===== src/rtl/alu_pkg.sv =====
// ALU coprocessor shared types, register map and command/flag layout
package alu_pkg;

    typedef enum logic [3:0] {
        ADD_OP = 4'd0, SUB_OP = 4'd1, AND_OP = 4'd2, OR_OP = 4'd3,
        XOR_OP = 4'd4, CPL_OP = 4'd5, MUL_OP = 4'd6, MULS_OP = 4'd7,
        DIV_OP = 4'd8, DIVS_OP = 4'd9, SHL_OP = 4'd10, SHR_OP = 4'd11
    } alu_op_e;

    typedef enum logic [2:0] {
        ZERO_CX = 3'd0,
        CIN_CX  = 3'd1,
        COM_CX  = 3'd2,     // inverted cin
        ONE_CX  = 3'd3,
        SA_CX   = 3'd4,     // op2 sign bit, arithmetic shift
        SH_CX   = 3'd5      // op2 bit 0, rotate right
    } cx_sel_e;

    typedef enum logic [1:0] {SZ_BYTE = 2'd0, SZ_WORD = 2'd1, SZ_LONG = 2'd2} op_size_e;

    localparam logic [2:0] REG_OP0    = 3'd0;
    localparam logic [2:0] REG_OP1    = 3'd1;
    localparam logic [2:0] REG_OP2    = 3'd2;
    localparam logic [2:0] REG_CMD    = 3'd3;
    localparam logic [2:0] REG_RESULT = 3'd4;
    localparam logic [2:0] REG_FLAGS  = 3'd5;

    localparam int CMD_OP_LSB = 0;
    localparam int CMD_OP_MSB = 3;
    localparam int CMD_CX_LSB = 4;
    localparam int CMD_CX_MSB = 6;
    localparam int CMD_SZ_LSB = 7;
    localparam int CMD_SZ_MSB = 8;
    localparam int CMD_CIN    = 9;     // also the top bit of the command word

    localparam int FLAG_C = 0;
    localparam int FLAG_N = 1;
    localparam int FLAG_V = 2;
    localparam int FLAG_P = 3;
    localparam int FLAG_H = 4;
    localparam int FLAG_Z = 5;

    function automatic logic is_div(alu_op_e op);
        return (op == DIV_OP) || (op == DIVS_OP);
    endfunction

endpackage


===== src/rtl/alu_if.sv =====
`timescale 1ns/10ps
// operand, command and result bundle between the register block and the ALU
interface alu_if
    import alu_pkg::*;
();

    logic [31:0] op0;
    logic [31:0] op1;
    logic [31:0] op2;       // shift source
    alu_op_e     op;
    cx_sel_e     cx_sel;
    op_size_e    size;
    logic        cin;
    logic        div_start;  // one cycle pulse
    logic        div_busy;
    logic [31:0] rslt;
    logic [5:0]  flags;

    modport ctrl (output op0, op1, op2, op, cx_sel, size, cin, div_start,
                  input  rslt, flags, div_busy);

    modport alu  (input  op0, op1, op2, op, cx_sel, size, cin, div_start,
                  output rslt, flags, div_busy);

endinterface


===== src/rtl/alu_core.sv =====
`timescale 1ns/10ps
// ALU datapath and flag generation at byte, word or long width
module alu_core
    import alu_pkg::*;
(
    input  logic clk,
    input  logic rst,
    input  logic cen,
    alu_if.alu   bus
);

    logic               cx;         // selected carry / fill bit
    logic [2:0]         cc;         // carry out of byte, word, long
    logic               h, c, z, n, p, v, v_as;
    logic               is_sub, a_top, b_top;
    logic [31:0]        rslt;
    logic signed [31:0] prod_s;
    logic [15:0]        div_quot, div_rem;
    logic               div_v;

    alu_div div_i (
        .clk      (clk),
        .rst      (rst),
        .cen      (cen),
        .start    (bus.div_start),
        .sign     (bus.op == DIVS_OP),
        .len      (bus.size != SZ_BYTE),
        .dividend (bus.op0),
        .divisor  (bus.op1[15:0]),
        .quot     (div_quot),
        .rem      (div_rem),
        .busy     (bus.div_busy),
        .v        (div_v)
    );

    assign prod_s = $signed(bus.op0[15:0]) * $signed(bus.op1[15:0]);

    always_comb begin
        case (bus.cx_sel)
            ZERO_CX: cx = 1'b0;
            CIN_CX:  cx = bus.cin;
            COM_CX:  cx = ~bus.cin;
            ONE_CX:  cx = 1'b1;
            SA_CX: begin
                case (bus.size)
                    SZ_BYTE: cx = bus.op2[7];
                    SZ_WORD: cx = bus.op2[15];
                    default: cx = bus.op2[31];
                endcase
            end
            SH_CX:   cx = bus.op2[0];
            default: cx = 1'b0;
        endcase
    end

    always_comb begin
        rslt = bus.op0;
        cc   = {3{cx}};     // logic ops pass the carry bit through
        h    = 1'b0;
        case (bus.op)
            ADD_OP: begin
                {h, rslt[3:0]}       = {1'b0, bus.op0[3:0]} + {1'b0, bus.op1[3:0]} + {4'd0, cx};
                {cc[0], rslt[7:4]}   = {1'b0, bus.op0[7:4]} + {1'b0, bus.op1[7:4]} + {4'd0, h};
                {cc[1], rslt[15:8]}  = {1'b0, bus.op0[15:8]} + {1'b0, bus.op1[15:8]}
                                     + {8'd0, cc[0]};
                {cc[2], rslt[31:16]} = {1'b0, bus.op0[31:16]} + {1'b0, bus.op1[31:16]}
                                     + {16'd0, cc[1]};
            end
            SUB_OP: begin   // carries are borrows here
                {h, rslt[3:0]}       = {1'b0, bus.op0[3:0]} - {1'b0, bus.op1[3:0]} - {4'd0, cx};
                {cc[0], rslt[7:4]}   = {1'b0, bus.op0[7:4]} - {1'b0, bus.op1[7:4]} - {4'd0, h};
                {cc[1], rslt[15:8]}  = {1'b0, bus.op0[15:8]} - {1'b0, bus.op1[15:8]}
                                     - {8'd0, cc[0]};
                {cc[2], rslt[31:16]} = {1'b0, bus.op0[31:16]} - {1'b0, bus.op1[31:16]}
                                     - {16'd0, cc[1]};
            end
            AND_OP:  rslt = bus.op0 & bus.op1;
            OR_OP:   rslt = bus.op0 | bus.op1;
            XOR_OP:  rslt = bus.op0 ^ bus.op1;
            CPL_OP:  rslt[15:0] = ~bus.op0[15:0];
            MUL_OP:  rslt = bus.op0[15:0] * bus.op1[15:0];
            MULS_OP: rslt = prod_s;
            DIV_OP, DIVS_OP: begin
                if (bus.size == SZ_BYTE)
                    rslt = {16'd0, div_rem[7:0], div_quot[7:0]};
                else
                    rslt = {div_rem, div_quot};
            end
            SHL_OP: begin
                {cc[2], rslt} = {bus.op2, cx};
                cc[0] = bus.op2[7];
                cc[1] = bus.op2[15];
            end
            SHR_OP: begin
                {rslt, cc[0]} = {cx, bus.op2};
                if (bus.size == SZ_BYTE) rslt[7] = cx;     // fill at the width's top bit
                if (bus.size == SZ_WORD) rslt[15] = cx;
                cc[2:1] = {2{bus.op2[0]}};
            end
            default: ;
        endcase
    end

    // flags at the selected width
    always_comb begin
        is_sub = bus.op == SUB_OP;
        case (bus.size)
            SZ_BYTE: begin
                c     = cc[0];
                z     = rslt[7:0] == 8'd0;
                n     = rslt[7];
                a_top = bus.op0[7];
                b_top = bus.op1[7];
            end
            SZ_WORD: begin
                c     = cc[1];
                z     = rslt[15:0] == 16'd0;
                n     = rslt[15];
                a_top = bus.op0[15];
                b_top = bus.op1[15];
            end
            default: begin
                c     = cc[2];
                z     = rslt == 32'd0;
                n     = rslt[31];
                a_top = bus.op0[31];
                b_top = bus.op1[31];
            end
        endcase
        p    = (bus.size == SZ_BYTE) ? ~^rslt[7:0] : ~^rslt[15:0];   // even parity
        v_as = (is_sub ? (a_top != b_top) : (a_top == b_top)) && (n != a_top);
        if (bus.op == ADD_OP || is_sub)
            v = v_as;
        else if (is_div(bus.op))
            v = div_v;
        else
            v = 1'b0;
    end

    assign bus.rslt = rslt;

    always_comb begin
        bus.flags         = '0;
        bus.flags[FLAG_C] = c;
        bus.flags[FLAG_N] = n;
        bus.flags[FLAG_V] = v;
        bus.flags[FLAG_P] = p;
        bus.flags[FLAG_H] = h;
        bus.flags[FLAG_Z] = z;
    end

endmodule


===== src/rtl/alu_div.sv =====
`timescale 1ns/10ps
// restoring divider for 16/8 and 32/16 operands, signed or unsigned
module alu_div (
    input  logic        clk,
    input  logic        rst,
    input  logic        cen,
    input  logic        start,
    input  logic        sign,
    input  logic        len,        // high for 32/16
    input  logic [31:0] dividend,
    input  logic [15:0] divisor,
    output logic [15:0] quot,
    output logic [15:0] rem,
    output logic        busy,
    output logic        v
);

    logic [31:0] a_ext, a_mag;
    logic [15:0] d_ext, d_mag, hi, half;
    logic        a_neg, d_neg;
    logic [15:0] r, q, d;           // partial remainder, dividend/quotient, divisor
    logic [16:0] r_sh;
    logic        ge;
    logic [4:0]  cnt;               // steps left
    logic        neg_q, neg_r;

    // magnitudes at the selected width
    always_comb begin
        a_ext = len ? dividend : {{16{sign & dividend[15]}}, dividend[15:0]};
        d_ext = len ? divisor : {{8{sign & divisor[7]}}, divisor[7:0]};
        a_neg = sign & a_ext[31];
        d_neg = sign & d_ext[15];
        a_mag = a_neg ? -a_ext : a_ext;
        d_mag = d_neg ? -d_ext : d_ext;
        hi    = len ? a_mag[31:16] : {8'd0, a_mag[15:8]};
    end

    assign r_sh = {r, q[15]};
    assign ge   = r_sh >= {1'b0, d};
    assign half = len ? 16'h8000 : 16'h0080;   // smallest magnitude out of signed range
    assign quot = q;
    assign rem  = r;

    always_ff @(posedge clk) begin
        if (rst) begin
            busy <= 1'b0;
            cnt  <= '0;
            v    <= 1'b0;
        end else if (start) begin
            busy <= 1'b1;
            cnt  <= len ? 5'd16 : 5'd8;
            v    <= (d_mag == 16'd0) || (hi >= d_mag);   // quotient too wide
        end else if (busy && cen) begin
            if (cnt != 5'd0) begin
                cnt <= cnt - 5'd1;
            end else begin
                busy <= 1'b0;      // sign fix-up cycle
                if (sign && (neg_q ? (q > half) : (q >= half)))
                    v <= 1'b1;
            end
        end
    end

    always_ff @(posedge clk) begin
        if (start) begin
            r     <= hi;
            q     <= len ? a_mag[15:0] : {a_mag[7:0], 8'd0};
            d     <= d_mag;
            neg_q <= a_neg ^ d_neg;
            neg_r <= a_neg;    // remainder follows dividend
        end else if (busy && cen) begin
            if (cnt != 5'd0) begin
                r <= ge ? r_sh[15:0] - d : r_sh[15:0];
                q <= {q[14:0], ge};
            end else begin
                if (neg_q) q <= -q;
                if (neg_r) r <= -r;
            end
        end
    end

endmodule


===== src/rtl/alu_top.sv =====
`timescale 1ns/10ps
// ALU coprocessor top level with a Wishbone classic slave port
module alu_top (
    input  logic        clk,
    input  logic        rst,
    input  logic        cen,        // divider step enable
    input  logic        wb_cyc,
    input  logic        wb_stb,
    input  logic        wb_we,
    input  logic [2:0]  wb_adr,
    input  logic [31:0] wb_dat_w,
    output logic [31:0] wb_dat_r,
    output logic        wb_ack
);

    alu_if bus ();

    alu_wb_regs regs_i (
        .clk      (clk),
        .rst      (rst),
        .wb_cyc   (wb_cyc),
        .wb_stb   (wb_stb),
        .wb_we    (wb_we),
        .wb_adr   (wb_adr),
        .wb_dat_w (wb_dat_w),
        .wb_dat_r (wb_dat_r),
        .wb_ack   (wb_ack),
        .bus      (bus.ctrl)
    );

    alu_core core_i (
        .clk (clk),
        .rst (rst),
        .cen (cen),
        .bus (bus.alu)
    );

endmodule


===== src/rtl/alu_wb_regs.sv =====
`timescale 1ns/10ps
// Wishbone classic register block that sequences ALU commands
module alu_wb_regs
    import alu_pkg::*;
(
    input  logic        clk,
    input  logic        rst,
    input  logic        wb_cyc,
    input  logic        wb_stb,
    input  logic        wb_we,
    input  logic [2:0]  wb_adr,
    input  logic [31:0] wb_dat_w,
    output logic [31:0] wb_dat_r,
    output logic        wb_ack,
    alu_if.ctrl         bus
);

    typedef enum logic [1:0] {IDLE, EXEC, DIV_WAIT, ACK} state_e;

    state_e      state;
    logic [31:0] op0_r, op1_r, op2_r, result_r;
    logic [9:0]  cmd_r;
    logic [5:0]  flags_r;
    logic        req, cmd_wr;

    assign req    = wb_cyc && wb_stb && !wb_ack;    // new request only
    assign cmd_wr = req && wb_we && (wb_adr == REG_CMD);

    assign bus.op0    = op0_r;
    assign bus.op1    = op1_r;
    assign bus.op2    = op2_r;
    assign bus.op     = alu_op_e'(cmd_r[CMD_OP_MSB:CMD_OP_LSB]);
    assign bus.cx_sel = cx_sel_e'(cmd_r[CMD_CX_MSB:CMD_CX_LSB]);
    assign bus.size   = op_size_e'(cmd_r[CMD_SZ_MSB:CMD_SZ_LSB]);
    assign bus.cin    = cmd_r[CMD_CIN];

    always_ff @(posedge clk) begin
        if (rst) begin
            state         <= IDLE;
            wb_ack        <= 1'b0;
            bus.div_start <= 1'b0;
            op0_r         <= '0;
            op1_r         <= '0;
            op2_r         <= '0;
            cmd_r         <= '0;
            result_r      <= '0;
            flags_r       <= '0;
        end else begin
            wb_ack        <= 1'b0;
            bus.div_start <= 1'b0;
            case (state)
                IDLE: if (req) begin
                    if (wb_we && wb_adr == REG_OP0) op0_r <= wb_dat_w;
                    if (wb_we && wb_adr == REG_OP1) op1_r <= wb_dat_w;
                    if (wb_we && wb_adr == REG_OP2) op2_r <= wb_dat_w;
                    if (cmd_wr) cmd_r <= wb_dat_w[CMD_CIN:0];
                    if (cmd_wr && is_div(alu_op_e'(wb_dat_w[CMD_OP_MSB:CMD_OP_LSB]))) begin
                        bus.div_start <= 1'b1;  // ack held until the divider ends
                        state         <= DIV_WAIT;
                    end else begin
                        wb_ack <= 1'b1;
                        if (cmd_wr) state <= EXEC;
                    end
                end
                EXEC: begin     // core output valid, ack high now
                    result_r <= bus.rslt;
                    flags_r  <= bus.flags;
                    state    <= IDLE;
                end
                DIV_WAIT: if (!bus.div_start && !bus.div_busy) begin
                    result_r <= bus.rslt;
                    flags_r  <= bus.flags;
                    wb_ack   <= 1'b1;
                    state    <= ACK;
                end
                default: state <= IDLE;   // ACK
            endcase
        end
    end

    always_ff @(posedge clk) begin
        if (state == IDLE && req && !wb_we) begin
            case (wb_adr)
                REG_OP0:    wb_dat_r <= op0_r;
                REG_OP1:    wb_dat_r <= op1_r;
                REG_OP2:    wb_dat_r <= op2_r;
                REG_CMD:    wb_dat_r <= {22'd0, cmd_r};
                REG_RESULT: wb_dat_r <= result_r;
                REG_FLAGS:  wb_dat_r <= {26'd0, flags_r};
                default:    wb_dat_r <= '0;
            endcase
        end
    end

endmodule


===== config.mk =====
export PLATFORM = sky130hd
export DESIGN_NAME = alu_top
export DESIGN_NICKNAME = d
export VERILOG_FILES = /design/src/rtl/alu_pkg.sv /design/src/rtl/alu_if.sv /design/src/rtl/alu_core.sv /design/src/rtl/alu_div.sv /design/src/rtl/alu_top.sv /design/src/rtl/alu_wb_regs.sv
export SDC_FILE = /design/constraint.sdc
export NUM_CORES = 2
export LEC_CHECK = 0
export CAP_MARGIN = 20
export CORE_AREA = 2 2 252 254
export DETAILED_ROUTE_END_ITERATION = 7
export DIE_AREA = 0 0 254 256
export DONT_BUFFER_PORTS = 1
export PLACE_DENSITY = 0.69
export SLEW_MARGIN = 0
export SYNTH_ARGS = -nofsm -noshare
export SYNTH_HDL_FRONTEND = slang
export SYNTH_SLANG_ARGS = --single-unit

===== constraint.sdc =====
create_clock -name clk -period 15.4 [get_ports clk]
set_clock_uncertainty 0.05 [all_clocks]
set_input_delay 1.54 -clock clk [delete_from_list [all_inputs] [get_ports clk]]
set_output_delay 1.54 -clock clk [all_outputs]
set_load 0.1 [all_outputs]

==> results.toml <==
[sta]
worst_pin_slew_ps = 1130
min_period_over_period_pct = 64.8
fmax_mhz = 100
drv_slew = 0
rsz0062_at_grt = "no"
setup_viol = 0
period_needed_ps = 9980
setup_tns_ps = 0
finalHoldViolCount = 0
relSlewSlack_pct = 24.3

[floorplanning]
die_w_um = 254
die_h_um = 256
core_mm2 = 0.0624
rows = 92
initial_core_util_pct = 54.5
pin_count = 74
fp.dieArea_mm2 = 0.0650

[grt]
antenna_found_initial = 5
grt_remaining_overflow = 0
grt_use_met2_pct = 59.6
grt_pass1_vias = 30500
top_usage_layer = "met2"
grt_first_pass_wirelength_mm = 198
grt_max_degree = 153
grt.total_usage_pct = 41.0
use_met3_pct = 12.0
globalRouteMet1Util_pct = 54.4

[final_layout]
layout_common_cells = "590 x inv_1, 547 x nand2_1, 383 x fa_1"
final_common_cell = "inv_1"
layout-drive-gt1-share_pct = 4.90
syn_to_final_growth_pct = 4.98
antenna_cells = 0
final_core_util_pct = 57.3
nets = 4765

[critical_path]
critPathKind = "reg -> reg"
cp-startpoint = "regs_i.cmd_r[7]"
cp-end-kind = "register"
worst_ep_arrival_time_ps = 10450
worst_ep_required_time_ps = 15870
critPathMaxStageDelay_ps = 550
critPathMaxFanout = 9
worstReg2RegStart = "regs_i.cmd_r[7]"
critPathBufInv = 5
critical-path-top-delay-family = "compound AO/OA/AOI/OAI gates"
cp-start-kind = "register"
slowest_stage = "o21ai_0"
crit_top_cell = "fa_1"

[hold_path]
hold_start = "regs_i.result_r[10]"
hold_class = "reg -> reg"

[routing]
ant_nets = 0
remaining_drc_errors = 0
vias = 31500
dr.pass1.iters = 8
post_drt_wl_per_cell_um = 27.2
drtIter0Drc = 4618
wl_mm = 133
via_per_inst = 6.44

[clock_tree]
cts.hold.buffers_added = 0
cts_root_buf = "clkbuf_16"
cts_tree = "done"
clkTransAtPathRegs_ps = 70
h-tree-depth = 1
clkSinkCount = 237
cts_setup_buffers = 0
ctsResizeCount = 0
clock_latency_ps = 600
clk_path_buf_depth = 3
cts_made_buffers = 27

[synthesis]
synth_fa_ha_area_share_pct = 34.3
async_reset_ff_share_pct = 0
ys_ff_latch = 237
synth-simple-area-share_pct = 16.1
seq_area_frac_synth_pct = 16.4
synth_area_mm2 = 0.0340
syn_area_per_cell_um2 = 8.22
synth_area_leaders = "fa_1 23%, ha_1 12%, dfxtp_1 9.1%"
synth_flop_cell = "dfxtp_1"
syn_nets = 4884
yosys_warnings = 0
synth_top_area_share_pct = 22.5
synth.distinct_cells = 111
synth_top_family_by_area = "adder cells"
synth_compound_area_share_pct = 18.4
synth-edff-count = 82
yosys.area_share.xor_xnor_pct = 3.84
syn_inst = 4141
synthMuxAreaShare_pct = 1.54
synth_top_area_cell = "fa_1"

[job]
cap_violations = 0

[place]
numPortBuffers = 0
dp_hpwl_mm = 100
gp_congestion = 1.05

[power_and_ir_drop]
leakage_nw = 15.0
ir_drop_mv = 0.0796
power_per_cell_area_mw_per_mm2 = 41.4

[run_status]
status = "finished, final reports clean"
[cell families (layout without fill, tap and decap cells)]
| family | Yosys count | in the layout |
|---|---|---|
| compound gates | 953 | 953 |
| buf+inv | 828 | 730 |
| xor+xnor | 149 | 149 |
| flops | 237 | 237 |
| mux | 46 | 46 |
| fa+ha+maj | 702 | 702 |
| simple gates | 1226 | 1226 |
[final cells by class]
type	count	area, um2
clock inverters	15	166
flip-flops and latches	237	5570
well taps	846	1060
multi-input cells	3076	25300
fillers	5862	26700
inverters	606	2280
clock buffers	35	778
repair buffers	74	568
[metal layers]
layer | part of all wire, % | up-vias
li1 | - | 13700
met1 | 37 | 15100
met2 | 42 | 2188
met3 | 14 | 544
met4 | 7.4 | 6
met5 | 0.030 | -
[where the power goes]
group	total [mW]	switching (mW)	leakage, nW	internal, mW
clock network	0.703	0.308	0.456	0.396
registers	0.665	0.0176	2.05	0.647
logic	0.112	0.0721	12.5	0.0400
[final timing paths]
check | endpoint | slack (ps) | cells after the start
min | regs_i.result_r[10] | 410 | 2
max | regs_i.flags_r[5] | 5420 | 40
min reg2reg | regs_i.result_r[10] | 410 | 2
max reg2reg | regs_i.flags_r[5] | 5420 | 40
[flip-flops by register name, summed over array words and instances, names as in the netlist, 6 cells and up]
register,count
regs_i.wb_dat_r,32
regs_i.cmd_r,10
regs_i.bus.op2,32
regs_i.flags_r,6
core_i.div_i.d,16
core_i.div_i.quot,16
regs_i.result_r,32
core_i.div_i.rem,16
regs_i.bus.op0,32
regs_i.bus.op1,32
[synthesized netlist by cell type (9+ instances only)]
| cell type | instances |
|---|---|
| inv_1 | 590 |
| nand2_1 | 547 |
| fa_1 | 383 |
| nor2_1 | 339 |
| ha_1 | 319 |
| a21oi_1 | 294 |
| o21ai_0 | 171 |
| clkbuf_1 | 155 |
| dfxtp_1 | 155 |
| xnor2_1 | 95 |
| edfxtp_1 | 82 |
| nor3_1 | 59 |
| nand3_1 | 58 |
| xor2_1 | 54 |
| a21o_1 | 51 |
| nand2b_1 | 43 |
| a22oi_1 | 37 |
| o211ai_1 | 36 |
| o22ai_1 | 33 |
| mux2i_1 | 32 |
| a211oi_1 | 31 |
| a31oi_1 | 31 |
| a22o_1 | 29 |
| buf_2 | 29 |
| a221o_1 | 26 |
| buf_1 | 24 |
| nor2b_1 | 24 |
| a221oi_1 | 20 |
| and2_1 | 20 |
| nor4_1 | 20 |
| o21a_1 | 20 |
| o21ai_1 | 20 |
| or3_1 | 18 |
| and3_1 | 17 |
| o2111ai_1 | 17 |
| nand4_1 | 15 |
| nand3b_1 | 12 |
| nor3b_1 | 12 |
| a2111oi_0 | 11 |
| a32oi_1 | 11 |
| clkinv_1 | 10 |
| mux2_2 | 10 |
| o21bai_1 | 10 |
| o31ai_1 | 10 |
| o221ai_1 | 9 |
[stage by stage]
step | cell area (um2) | instances | setup slack, ps | hold WS, ps | power (mW)
2_1_floorplan | 34000 | 4141 | 7110 | 382 | 0.759
3_3_place_gp | 34800 | 4838 | 6030 | 385 | 0.784
3_5_place_dp | 34800 | 4838 | 5940 | 391 | 0.785
4_1_cts | 35700 | 4888 | 5880 | 412 | 1.48
5_1_grt | 35700 | 4889 | 5160 | 431 | 1.51
6_report | 35700 | 4889 | 5420 | 414 | 1.48
[worst reg2reg max path, delay by kind of cell (launching register included)]
kind                     cells  cell delay, ps
multiplexers                 1             120
XOR/XNOR                     3             780
flip-flops                   1             530
AND/OR/NAND/NOR             10            2290
AO/OA/AOI/OAI               13            3280
adder cells (fa/ha/maj)      8            2400
buffers and inverters        5             450
(Power assumes the default switching activity.)
